## config.mk

```make
export PLATFORM = sky130hd
export DESIGN_NAME = video_frontend
export DESIGN_NICKNAME = d
export VERILOG_FILES = /design/src/verilog/video_frontend_pkg.sv /design/src/verilog/csc_execute.sv /design/src/verilog/sync_timing_decode.sv /design/src/verilog/timing_align_result.sv /design/src/verilog/video_frontend.sv
export VERILOG_INCLUDE_DIRS = /design/src /design/src/verilog
export SDC_FILE = /design/constraint.sdc
export NUM_CORES = 1
export LEC_CHECK = 0
export BUFFER_PORTS_ARGS = -buffer_cell sky130_fd_sc_hd__buf_2
export CAP_MARGIN = 25
export CORE_AREA = 2 2 180 271
export DETAILED_ROUTE_END_ITERATION = 10
export DIE_AREA = 0 0 182 273
export GPL_TIMING_DRIVEN = 0
export PLACE_DENSITY_LB_ADDON = 0.3
export SYNTH_ARGS = -nofsm -noshare
export SYNTH_HDL_FRONTEND = slang
export SYNTH_SLANG_ARGS = --single-unit
```

## constraint.sdc

```tcl
create_clock -name PCLK_i -period 5.32 [get_ports PCLK_i]
set_input_delay 0.798 -clock PCLK_i [delete_from_list [all_inputs] [get_ports PCLK_i]]
set_output_delay 0.798 -clock PCLK_i [all_outputs]
set_load 0.05 [all_outputs]
```

## src/verilog/video_frontend_consts.svh

```systemverilog
`ifndef VIDEO_FRONTEND_CONSTS_SVH
`define VIDEO_FRONTEND_CONSTS_SVH

// Pixel path latency in PCLK cycles from input port to output port
`define VF_PIPE_DEPTH 5

// BT.601 YCbCr to RGB coefficients
// Unsigned 18-bit fixed point with 15 fractional bits
`define VF_CSC_R_CR_601 18'h0B395
`define VF_CSC_G_CB_601 18'h02C08
`define VF_CSC_G_CR_601 18'h05B64
`define VF_CSC_B_CB_601 18'h0E2F1

// BT.709 YCbCr to RGB coefficients
// Same fixed point format as BT.601
`define VF_CSC_R_CR_709 18'h0C8F9
`define VF_CSC_G_CB_709 18'h017EF
`define VF_CSC_G_CR_709 18'h03BB2
`define VF_CSC_B_CB_709 18'h0ED84

// Zero level of the Cb and Cr channels
`define VF_CHROMA_OFFSET 128

// Slice of the 36-bit product that is kept
// Drops the 15 fraction bits and leaves an 11-bit signed term
`define VF_PROD_MSB 25
`define VF_PROD_LSB 15

`endif

```

## src/verilog/video_frontend_pkg.sv

```systemverilog
package video_frontend_pkg;

    // One colour channel sample, 8 bits per channel
    typedef logic [7:0] pixel_t;

    // Horizontal counter width
    // Also used for the horizontal timing configuration values
    typedef logic [11:0] hcount_t;

    // Vertical counter width
    // Line positions and vertical timing configuration use it too
    typedef logic [10:0] vcount_t;

    // Colour standard for the YCbCr to RGB matrix
    typedef enum logic {
        CSC_BT601 = 1'b0,
        CSC_BT709 = 1'b1
    } csc_std_e;

endpackage

```

## src/verilog/csc_execute.sv

```systemverilog
`timescale 1ns/1ps
`include "video_frontend_consts.svh"

// Five register stages from r_i to r_o, which is `VF_PIPE_DEPTH
module csc_execute (
    input  logic                         PCLK_i,
    input  logic                         rst_n_i,
    input  video_frontend_pkg::pixel_t   r_i,
    input  video_frontend_pkg::pixel_t   g_i,
    input  video_frontend_pkg::pixel_t   b_i,
    input  logic                         csc_enable_i,
    input  video_frontend_pkg::csc_std_e csc_std_i,
    output video_frontend_pkg::pixel_t   r_o,
    output video_frontend_pkg::pixel_t   g_o,
    output video_frontend_pkg::pixel_t   b_o
);

    // Raw path length up to the final select register
    localparam int RAW_STAGES = 4;

    logic [10:0] y_s1;
    logic [10:0] cb_s1;
    logic [10:0] cr_s1;
    logic [17:0] r_cr_coef;
    logic [17:0] g_cb_coef;
    logic [17:0] g_cr_coef;
    logic [17:0] b_cb_coef;

    logic signed [35:0] r_cr_prod;
    logic signed [35:0] g_cb_prod;
    logic signed [35:0] g_cr_prod;
    logic signed [35:0] b_cb_prod;
    logic [10:0]        y_s2;

    logic [10:0] r_cr_s3;
    logic [10:0] g_cb_s3;
    logic [10:0] g_cr_s3;
    logic [10:0] b_cb_s3;
    logic [10:0] y_s3;

    logic [10:0] r_sum;
    logic [10:0] g_sum;
    logic [10:0] b_sum;

    video_frontend_pkg::pixel_t r_csc;
    video_frontend_pkg::pixel_t g_csc;
    video_frontend_pkg::pixel_t b_csc;

    video_frontend_pkg::pixel_t r_dly [RAW_STAGES];
    video_frontend_pkg::pixel_t g_dly [RAW_STAGES];
    video_frontend_pkg::pixel_t b_dly [RAW_STAGES];
    logic [RAW_STAGES-1:0]      en_dly;

    // Bit 10 set means negative, bits 9:8 set means 256 or more
    function automatic video_frontend_pkg::pixel_t clamp_sum(input logic [10:0] sum);
        if (sum[10])
            return 8'h00;
        else if (|sum[9:8])
            return 8'hFF;
        else
            return sum[7:0];
    endfunction

    assign r_sum = y_s3 + r_cr_s3;
    assign g_sum = y_s3 - g_cr_s3 - g_cb_s3;
    assign b_sum = y_s3 + b_cb_s3;

    always_ff @(posedge PCLK_i) begin
        // Stage 1: offset removal and coefficient select
        y_s1  <= {3'b000, g_i};
        cb_s1 <= {3'b000, b_i} - 11'(`VF_CHROMA_OFFSET);
        cr_s1 <= {3'b000, r_i} - 11'(`VF_CHROMA_OFFSET);
        if (csc_std_i == video_frontend_pkg::CSC_BT601) begin
            r_cr_coef <= `VF_CSC_R_CR_601;
            g_cb_coef <= `VF_CSC_G_CB_601;
            g_cr_coef <= `VF_CSC_G_CR_601;
            b_cb_coef <= `VF_CSC_B_CB_601;
        end else begin
            r_cr_coef <= `VF_CSC_R_CR_709;
            g_cb_coef <= `VF_CSC_G_CB_709;
            g_cr_coef <= `VF_CSC_G_CR_709;
            b_cb_coef <= `VF_CSC_B_CB_709;
        end

        // Stage 2: signed products, chroma sign extended to 18 bits
        r_cr_prod <= $signed({{7{cr_s1[10]}}, cr_s1}) * $signed(r_cr_coef);
        g_cb_prod <= $signed({{7{cb_s1[10]}}, cb_s1}) * $signed(g_cb_coef);
        g_cr_prod <= $signed({{7{cr_s1[10]}}, cr_s1}) * $signed(g_cr_coef);
        b_cb_prod <= $signed({{7{cb_s1[10]}}, cb_s1}) * $signed(b_cb_coef);
        y_s2      <= y_s1;

        // Stage 3
        r_cr_s3 <= r_cr_prod[`VF_PROD_MSB:`VF_PROD_LSB];
        g_cb_s3 <= g_cb_prod[`VF_PROD_MSB:`VF_PROD_LSB];
        g_cr_s3 <= g_cr_prod[`VF_PROD_MSB:`VF_PROD_LSB];
        b_cb_s3 <= b_cb_prod[`VF_PROD_MSB:`VF_PROD_LSB];
        y_s3    <= y_s2;

        // Stage 4: sum and clamp to 8 bits
        r_csc <= clamp_sum(r_sum);
        g_csc <= clamp_sum(g_sum);
        b_csc <= clamp_sum(b_sum);

        // Raw data runs alongside so bypass has the same latency
        r_dly[0] <= r_i;
        g_dly[0] <= g_i;
        b_dly[0] <= b_i;
        for (int i = 1; i < RAW_STAGES; i++) begin
            r_dly[i] <= r_dly[i-1];
            g_dly[i] <= g_dly[i-1];
            b_dly[i] <= b_dly[i-1];
        end

        // Stage 5 is the output register
        r_o <= en_dly[RAW_STAGES-1] ? r_csc : r_dly[RAW_STAGES-1];
        g_o <= en_dly[RAW_STAGES-1] ? g_csc : g_dly[RAW_STAGES-1];
        b_o <= en_dly[RAW_STAGES-1] ? b_csc : b_dly[RAW_STAGES-1];
    end

    // Enable follows its pixel down the pipe
    always_ff @(posedge PCLK_i or negedge rst_n_i) begin
        if (!rst_n_i)
            en_dly <= '0;
        else
            en_dly <= {en_dly[RAW_STAGES-2:0], csc_enable_i};
    end

endmodule

```

## src/verilog/sync_timing_decode.sv

```systemverilog
`timescale 1ns/1ps

module sync_timing_decode (
    input  logic                        PCLK_i,
    input  logic                        rst_n_i,
    input  logic                        hs_i,
    input  logic                        vs_i,
    input  logic                        hsync_pol_i,
    input  logic                        vsync_pol_i,
    input  video_frontend_pkg::hcount_t h_synclen_i,
    input  video_frontend_pkg::hcount_t h_backporch_i,
    input  video_frontend_pkg::hcount_t h_active_i,
    input  video_frontend_pkg::vcount_t v_synclen_i,
    input  video_frontend_pkg::vcount_t v_backporch_i,
    input  video_frontend_pkg::vcount_t v_active_i,
    output logic                        hsync_o,
    output logic                        vsync_o,
    output logic                        de_o,
    output video_frontend_pkg::vcount_t xpos_o,
    output video_frontend_pkg::vcount_t ypos_o,
    output logic                        frame_change_o,
    output video_frontend_pkg::vcount_t lines_total_o
);

    video_frontend_pkg::hcount_t h_cnt;
    video_frontend_pkg::vcount_t v_cnt;

    logic hs_np;
    logic vs_np;
    logic hs_np_q;
    logic vs_np_q;
    logic line_start;
    logic vs_fall;
    logic vs_pending;
    logic frame_start;

    video_frontend_pkg::hcount_t h_start;
    video_frontend_pkg::hcount_t h_end;
    video_frontend_pkg::hcount_t x_diff;
    video_frontend_pkg::vcount_t v_start;
    video_frontend_pkg::vcount_t v_end;
    logic                        h_in_window;
    logic                        v_in_window;

    // Normalized strobes, the leading edge is the falling one
    assign hs_np = hs_i ^ ~hsync_pol_i;
    assign vs_np = vs_i ^ ~vsync_pol_i;

    assign line_start  = hs_np_q & ~hs_np;
    assign vs_fall     = vs_np_q & ~vs_np;
    assign frame_start = line_start & vs_pending;

    // Active window starts after sync plus back porch
    assign h_start = h_synclen_i + h_backporch_i;
    assign h_end   = h_start + h_active_i;
    assign v_start = v_synclen_i + v_backporch_i;
    assign v_end   = v_start + v_active_i;

    assign h_in_window = (h_cnt >= h_start) && (h_cnt < h_end);
    assign v_in_window = (v_cnt >= v_start) && (v_cnt < v_end);
    assign x_diff      = h_cnt - h_start;

    always_ff @(posedge PCLK_i or negedge rst_n_i) begin
        if (!rst_n_i) begin
            hs_np_q        <= 1'b0;
            vs_np_q        <= 1'b0;
            vs_pending     <= 1'b0;
            h_cnt          <= '0;
            v_cnt          <= '0;
            hsync_o        <= 1'b1;
            vsync_o        <= 1'b1;
            de_o           <= 1'b0;
            frame_change_o <= 1'b0;
            lines_total_o  <= '0;
        end else begin
            hs_np_q        <= hs_np;
            vs_np_q        <= vs_np;
            frame_change_o <= frame_start;
            de_o           <= h_in_window & v_in_window;

            if (line_start) begin
                h_cnt   <= '0;
                hsync_o <= 1'b0;
                if (frame_start) begin
                    // Vsync is only seen a line late, so the count restarts at 1
                    v_cnt         <= 11'd1;
                    lines_total_o <= v_cnt;
                    vsync_o       <= 1'b0;
                end else begin
                    v_cnt <= v_cnt + 11'd1;
                    if (v_cnt == v_synclen_i - 11'd1)
                        vsync_o <= 1'b1;
                end
            end else begin
                h_cnt <= h_cnt + 12'd1;
                if (h_cnt == h_synclen_i - 12'd1)
                    hsync_o <= 1'b1;
            end

            // Armed by vsync and consumed by the next line start
            if (vs_fall)
                vs_pending <= 1'b1;
            else if (frame_start)
                vs_pending <= 1'b0;
        end
    end

    // Positions relative to the first active pixel and line
    always_ff @(posedge PCLK_i) begin
        xpos_o <= x_diff[10:0];
        ypos_o <= v_cnt - v_start;
    end

endmodule

```

## src/verilog/timing_align_result.sv

```systemverilog
`timescale 1ns/1ps
`include "video_frontend_consts.svh"

module timing_align_result (
    input  logic                        PCLK_i,
    input  logic                        rst_n_i,
    input  logic                        hsync_i,
    input  logic                        vsync_i,
    input  logic                        de_i,
    input  video_frontend_pkg::vcount_t xpos_i,
    input  video_frontend_pkg::vcount_t ypos_i,
    output logic                        hsync_o,
    output logic                        vsync_o,
    output logic                        de_o,
    output video_frontend_pkg::vcount_t xpos_o,
    output video_frontend_pkg::vcount_t ypos_o
);

    // Decode already holds the first pipeline stage
    localparam int STAGES = `VF_PIPE_DEPTH - 1;

    logic [STAGES-1:0]           hsync_sr;
    logic [STAGES-1:0]           vsync_sr;
    logic [STAGES-1:0]           de_sr;
    video_frontend_pkg::vcount_t xpos_sr [STAGES];
    video_frontend_pkg::vcount_t ypos_sr [STAGES];

    // Syncs idle high and DE low until real timing shifts through
    always_ff @(posedge PCLK_i or negedge rst_n_i) begin
        if (!rst_n_i) begin
            hsync_sr <= '1;
            vsync_sr <= '1;
            de_sr    <= '0;
        end else begin
            hsync_sr <= {hsync_sr[STAGES-2:0], hsync_i};
            vsync_sr <= {vsync_sr[STAGES-2:0], vsync_i};
            de_sr    <= {de_sr[STAGES-2:0], de_i};
        end
    end

    always_ff @(posedge PCLK_i) begin
        xpos_sr[0] <= xpos_i;
        ypos_sr[0] <= ypos_i;
        for (int i = 1; i < STAGES; i++) begin
            xpos_sr[i] <= xpos_sr[i-1];
            ypos_sr[i] <= ypos_sr[i-1];
        end
    end

    // Last stage is the output register
    assign hsync_o = hsync_sr[STAGES-1];
    assign vsync_o = vsync_sr[STAGES-1];
    assign de_o    = de_sr[STAGES-1];
    assign xpos_o  = xpos_sr[STAGES-1];
    assign ypos_o  = ypos_sr[STAGES-1];

endmodule

```

## src/verilog/video_frontend.sv

```systemverilog
`timescale 1ns/1ps

module video_frontend (
    input  logic                         PCLK_i,
    input  logic                         rst_n_i,
    input  video_frontend_pkg::pixel_t   r_i,
    input  video_frontend_pkg::pixel_t   g_i,
    input  video_frontend_pkg::pixel_t   b_i,
    input  logic                         hs_i,
    input  logic                         vs_i,
    input  logic                         hsync_pol_i,
    input  logic                         vsync_pol_i,
    input  logic                         csc_enable_i,
    input  video_frontend_pkg::csc_std_e csc_std_i,
    // Line length follows hs_i, h_total_i is kept for config compatibility
    input  video_frontend_pkg::hcount_t  h_total_i,
    input  video_frontend_pkg::hcount_t  h_active_i,
    input  video_frontend_pkg::hcount_t  h_synclen_i,
    input  video_frontend_pkg::hcount_t  h_backporch_i,
    input  video_frontend_pkg::vcount_t  v_active_i,
    input  video_frontend_pkg::vcount_t  v_synclen_i,
    input  video_frontend_pkg::vcount_t  v_backporch_i,
    output video_frontend_pkg::pixel_t   r_o,
    output video_frontend_pkg::pixel_t   g_o,
    output video_frontend_pkg::pixel_t   b_o,
    output logic                         hsync_o,
    output logic                         vsync_o,
    output logic                         de_o,
    output video_frontend_pkg::vcount_t  xpos_o,
    output video_frontend_pkg::vcount_t  ypos_o,
    output video_frontend_pkg::vcount_t  lines_total_o,
    output logic                         frame_change_o
);

    // Stage 1 timing from the decoder
    logic                        hsync_s1;
    logic                        vsync_s1;
    logic                        de_s1;
    video_frontend_pkg::vcount_t xpos_s1;
    video_frontend_pkg::vcount_t ypos_s1;

    sync_timing_decode sync_timing_decode_inst (
        .PCLK_i         (PCLK_i),
        .rst_n_i        (rst_n_i),
        .hs_i           (hs_i),
        .vs_i           (vs_i),
        .hsync_pol_i    (hsync_pol_i),
        .vsync_pol_i    (vsync_pol_i),
        .h_synclen_i    (h_synclen_i),
        .h_backporch_i  (h_backporch_i),
        .h_active_i     (h_active_i),
        .v_synclen_i    (v_synclen_i),
        .v_backporch_i  (v_backporch_i),
        .v_active_i     (v_active_i),
        .hsync_o        (hsync_s1),
        .vsync_o        (vsync_s1),
        .de_o           (de_s1),
        .xpos_o         (xpos_s1),
        .ypos_o         (ypos_s1),
        .frame_change_o (frame_change_o),
        .lines_total_o  (lines_total_o)
    );

    csc_execute csc_execute_inst (
        .PCLK_i       (PCLK_i),
        .rst_n_i      (rst_n_i),
        .r_i          (r_i),
        .g_i          (g_i),
        .b_i          (b_i),
        .csc_enable_i (csc_enable_i),
        .csc_std_i    (csc_std_i),
        .r_o          (r_o),
        .g_o          (g_o),
        .b_o          (b_o)
    );

    timing_align_result timing_align_result_inst (
        .PCLK_i  (PCLK_i),
        .rst_n_i (rst_n_i),
        .hsync_i (hsync_s1),
        .vsync_i (vsync_s1),
        .de_i    (de_s1),
        .xpos_i  (xpos_s1),
        .ypos_i  (ypos_s1),
        .hsync_o (hsync_o),
        .vsync_o (vsync_o),
        .de_o    (de_o),
        .xpos_o  (xpos_o),
        .ypos_o  (ypos_o)
    );

endmodule

```

==> run metrics <==
run status finished clean; synth unique cells 77; startpoint types flop; fillers 3710; Worst-path clk slew 0.07 ns; multi-input logic area between 15000 and 20000 um2; Finished Core Util 64.2%; top cell type's share of synthesized area between 20% and 30%; Crit-path slowest cell fa_2; largest net degree at the start of global routing 40; routability cong. 0.950; Critical Path RT 5.75 ns; critical path's most frequent cell fa_1; worst flop-to-flop path startpoint csc_execute_inst.r_cr_coef[11]; wire length per cell 17.9 um; share of cells above drive strength 1 between 10% and 20%; Yosys top cell by area dfxtp_1; post-route cell area 30400 um2; TritonCTS buffer count 38; Starting Density 55.5%; Max Cap Violations 0; register area 8290 um2; DRT Pass-1 Iters 5; Routed WL ~60 mm; vias in the first global route about 20000; met3 usage 2.99%; Max Freq between 150 and 200 MHz; ranking of synthesized cells by area dfxtp_1 26%, ha_1 20%, fa_1 19%, inv_1 5.6%, dfrtp_1 4.5%; final worst slack 0.0224 ns; IO Port Bufs 161; num rows just under 100; sequential area share after synthesis 31.4%; minimum clock period 5.30 ns; Net count, final 3497; dpl hpwl 48.9 mm; crit path capture type flop; clk sinks 397; Ys Warns 0; Max Slew Vio Count 0; Post-Syn Nets approximately 3200; global route hottest layer met2; Slowest Stage Delay on Critical Path 0.59 ns; crit path cell chain clkbuf_16 -> buf_4 -> bufbuf_16 -> nand2_8 -> inv_4 -> fa_2 -> inv_2 -> fa_1 -> fa_1 -> inv_1 -> fa_1 -> ha_4 -> ha_4 -> nand2_2 -> nor2_4 -> nand4_1 -> a31oi_4 -> o22ai_4 -> o21bai_4 -> a21oi_1 -> xnor2_1; RSZ-0062 raised after global routing yes; Tightest Pin Transition about 0.83 ns; setup slack at placement -1.47 ns; Fin. Hold Viols 0; GR Overflow Total 0; share of flip-flops with an asynchronous set or reset 14.4%; post-synthesis register bit count between 300 and 400; # H-tree levels 2; CTS tree done; Design Power 0.0159 W; met2 Resource Use GR 50.3%; first-pass GRT wire length about 97 mm; Critical Path AT 5.73 ns; Worst Hold Class primary input to async pin; die width 182 um; full die area 49700 um2; # DRC 0; top-count cell post-synth ha_1; Pleak 15.3 nW; antenna violations before repair 1; Post-synth EDFFs 0; Ports between 150 and 200; root buffer cell clkbuf_16; Rel. slew slack a little over two fifths; grt met1 use 23.9%; CP Class flop to flop; die height 273 um; clk_lat worst skew 0.54 ns; synth-to-layout area growth 15.5%; # hold bufs at CTS 0; PD cells approximately 520 nW/um2; reg2reg end csc_execute_inst.r_cr_prod[24]; Tcrit/Tclk final 99.6%; Sum Neg Setup Slack 0 ns; Final Skew 0.0113 ns; Core Area between 40000 and 50000 um2; cell count of the worst reg-to-reg path 21; Clock Tree Buf Depth 3; setup slack, reg-to-reg roughly 0.022 ns; dpl cell area 27900 um2; synth cell count leaders 422 x ha_1, 394 x inv_1, 340 x dfxtp_1, 247 x fa_1, 126 x a21oi_1; Mapped Area 26300 um2; crit path max fanout 5; post-route ant nets 0; Post-Syn Instances 2466; Total GRT Usage 24.9%; Via density about 5.4; Ant. Diodes 0; final setup fails 0; Max IR drop VDD roughly 380 uV; DR vias approximately 18000; DR iter-0 viols around 650; leading register cell type out of synthesis dfxtp_1; Mean Syn Cell Area 10.7 um2
-- routing by layer --
| metal | wire [um] | up-vias |
|---|---|---|
| li1 | - | 8674 |
| met2 | 33800 | 408 |
| met1 | 20300 | 8806 |
| met4 | 3810 | 2 |
| met3 | 1920 | 178 |
| met5 | 7 | - |
-- kinds of logic (layout without fill, tap and decap cells) --
kind of cell | Yosys count | count (layout) | share of synthesized area (%)
fa+ha+maj | 669 | 669 | 38.9
xor+xnor | 176 | 176 | 5.86
mux | 28 | 28 | 1.18
flops | 397 | 397 | 31.4
simple gates | 379 | 379 | 7.14
compound gates | 389 | 389 | 9.42
other cells | 1 | 1 | 0.0143
buf+inv | 427 | 704 | 6.13
-- power by group --
group	total (W)	internal [W]	switching, W
clock network	0.00272	0.00158	0.00114
registers	0.00427	0.00392	0.000348
logic	0.00893	0.00379	0.00513
total	0.0159	0.00929	0.00663
-- cell type report --
type	count	area share, %
Buffer	31	0.680
Clock buffer	53	3.65
Clock inverter	15	0.569
Inverter	394	4.96
Multi-Input combinational cell	1642	56.2
Sequential cell	397	27.3
Tap cell	600	2.47
Timing Repair Buffer	211	4.16
-- worst max-delay path, delay by kind of cell (launching register included) --
kind	cells	cell delay (ns)
AND/OR/NAND/NOR	4	0.48
XOR/XNOR	1	0.13
AO/OA/AOI/OAI	4	0.73
flip-flops	1	0.35
buffers and inverters	6	0.77
adder cells (fa/ha/maj)	6	2.69
-- cell usage in the layout (no fill, tap or decap), drive strengths merged, types with 11 or more instances in the layout --
master / instances
o211ai: 15
o21ai: 77
nand2b: 20
dfxtp: 340
o31ai: 11
nand4: 21
nand2: 116
xor2: 74
o21a: 29
nor3: 21
o21bai: 15
ha: 422
mux2: 24
xnor2: 102
a21oi: 131
clkbuf: 80
nor2: 86
a31oi: 12
dfrtp: 47
fa: 247
and2: 11
a21o: 45
buf: 214
nand3: 27
inv: 395
nor2b: 17
-- repair_timing --
item	in CTS	in global routing
endpoints found under the setup margin	41	24
gates cloned	1	0
resized for setup	129	88
pin swaps	20	36
buffers inserted	24	24
-- state kept, by name (all words and copies together), names as in the netlist, 12 cells and up --
register and count:
csc_execute_inst.b_dly 25, csc_execute_inst.g_dly 24, csc_execute_inst.r_cr_prod 13, csc_execute_inst.r_dly 23
sync_timing_decode_inst.h_cnt 12, timing_align_result_inst.xpos_sr 44, timing_align_result_inst.ypos_sr 44
-- how the worst max path moves through the flow --
stage | cells after the start | endpoint | slack, ns | start
2_1_floorplan | 21 | csc_execute_inst.g_cb_prod[24] | 0.02 | csc_execute_inst.r_cr_coef[11]
3_3_place_gp | 19 | csc_execute_inst.r_cr_prod[24] | -1.40 | csc_execute_inst.r_cr_coef[13]
3_5_place_dp | 19 | csc_execute_inst.r_cr_prod[24] | -1.47 | csc_execute_inst.r_cr_coef[13]
4_1_cts | 21 | csc_execute_inst.b_cb_prod[18] | 0.005 | csc_execute_inst.r_cr_coef[13]
5_1_grt | 21 | csc_execute_inst.b_cb_prod[23] | -0.19 | csc_execute_inst.r_cr_coef[13]
6_report | 21 | csc_execute_inst.r_cr_prod[24] | 0.02 | csc_execute_inst.r_cr_coef[11]
-- stage by stage --
step / std cells / hold slack, ns
6_report: 3343 / 0.210
3_5_place_dp: 3228 / 0.312
2_1_floorplan: 2466 / 0.310
4_1_cts: 3321 / 0.204
3_3_place_gp: 3227 / 0.310
5_1_grt: 3343 / 0.226
No activity file was read; power rests on OpenSTA's default activity.
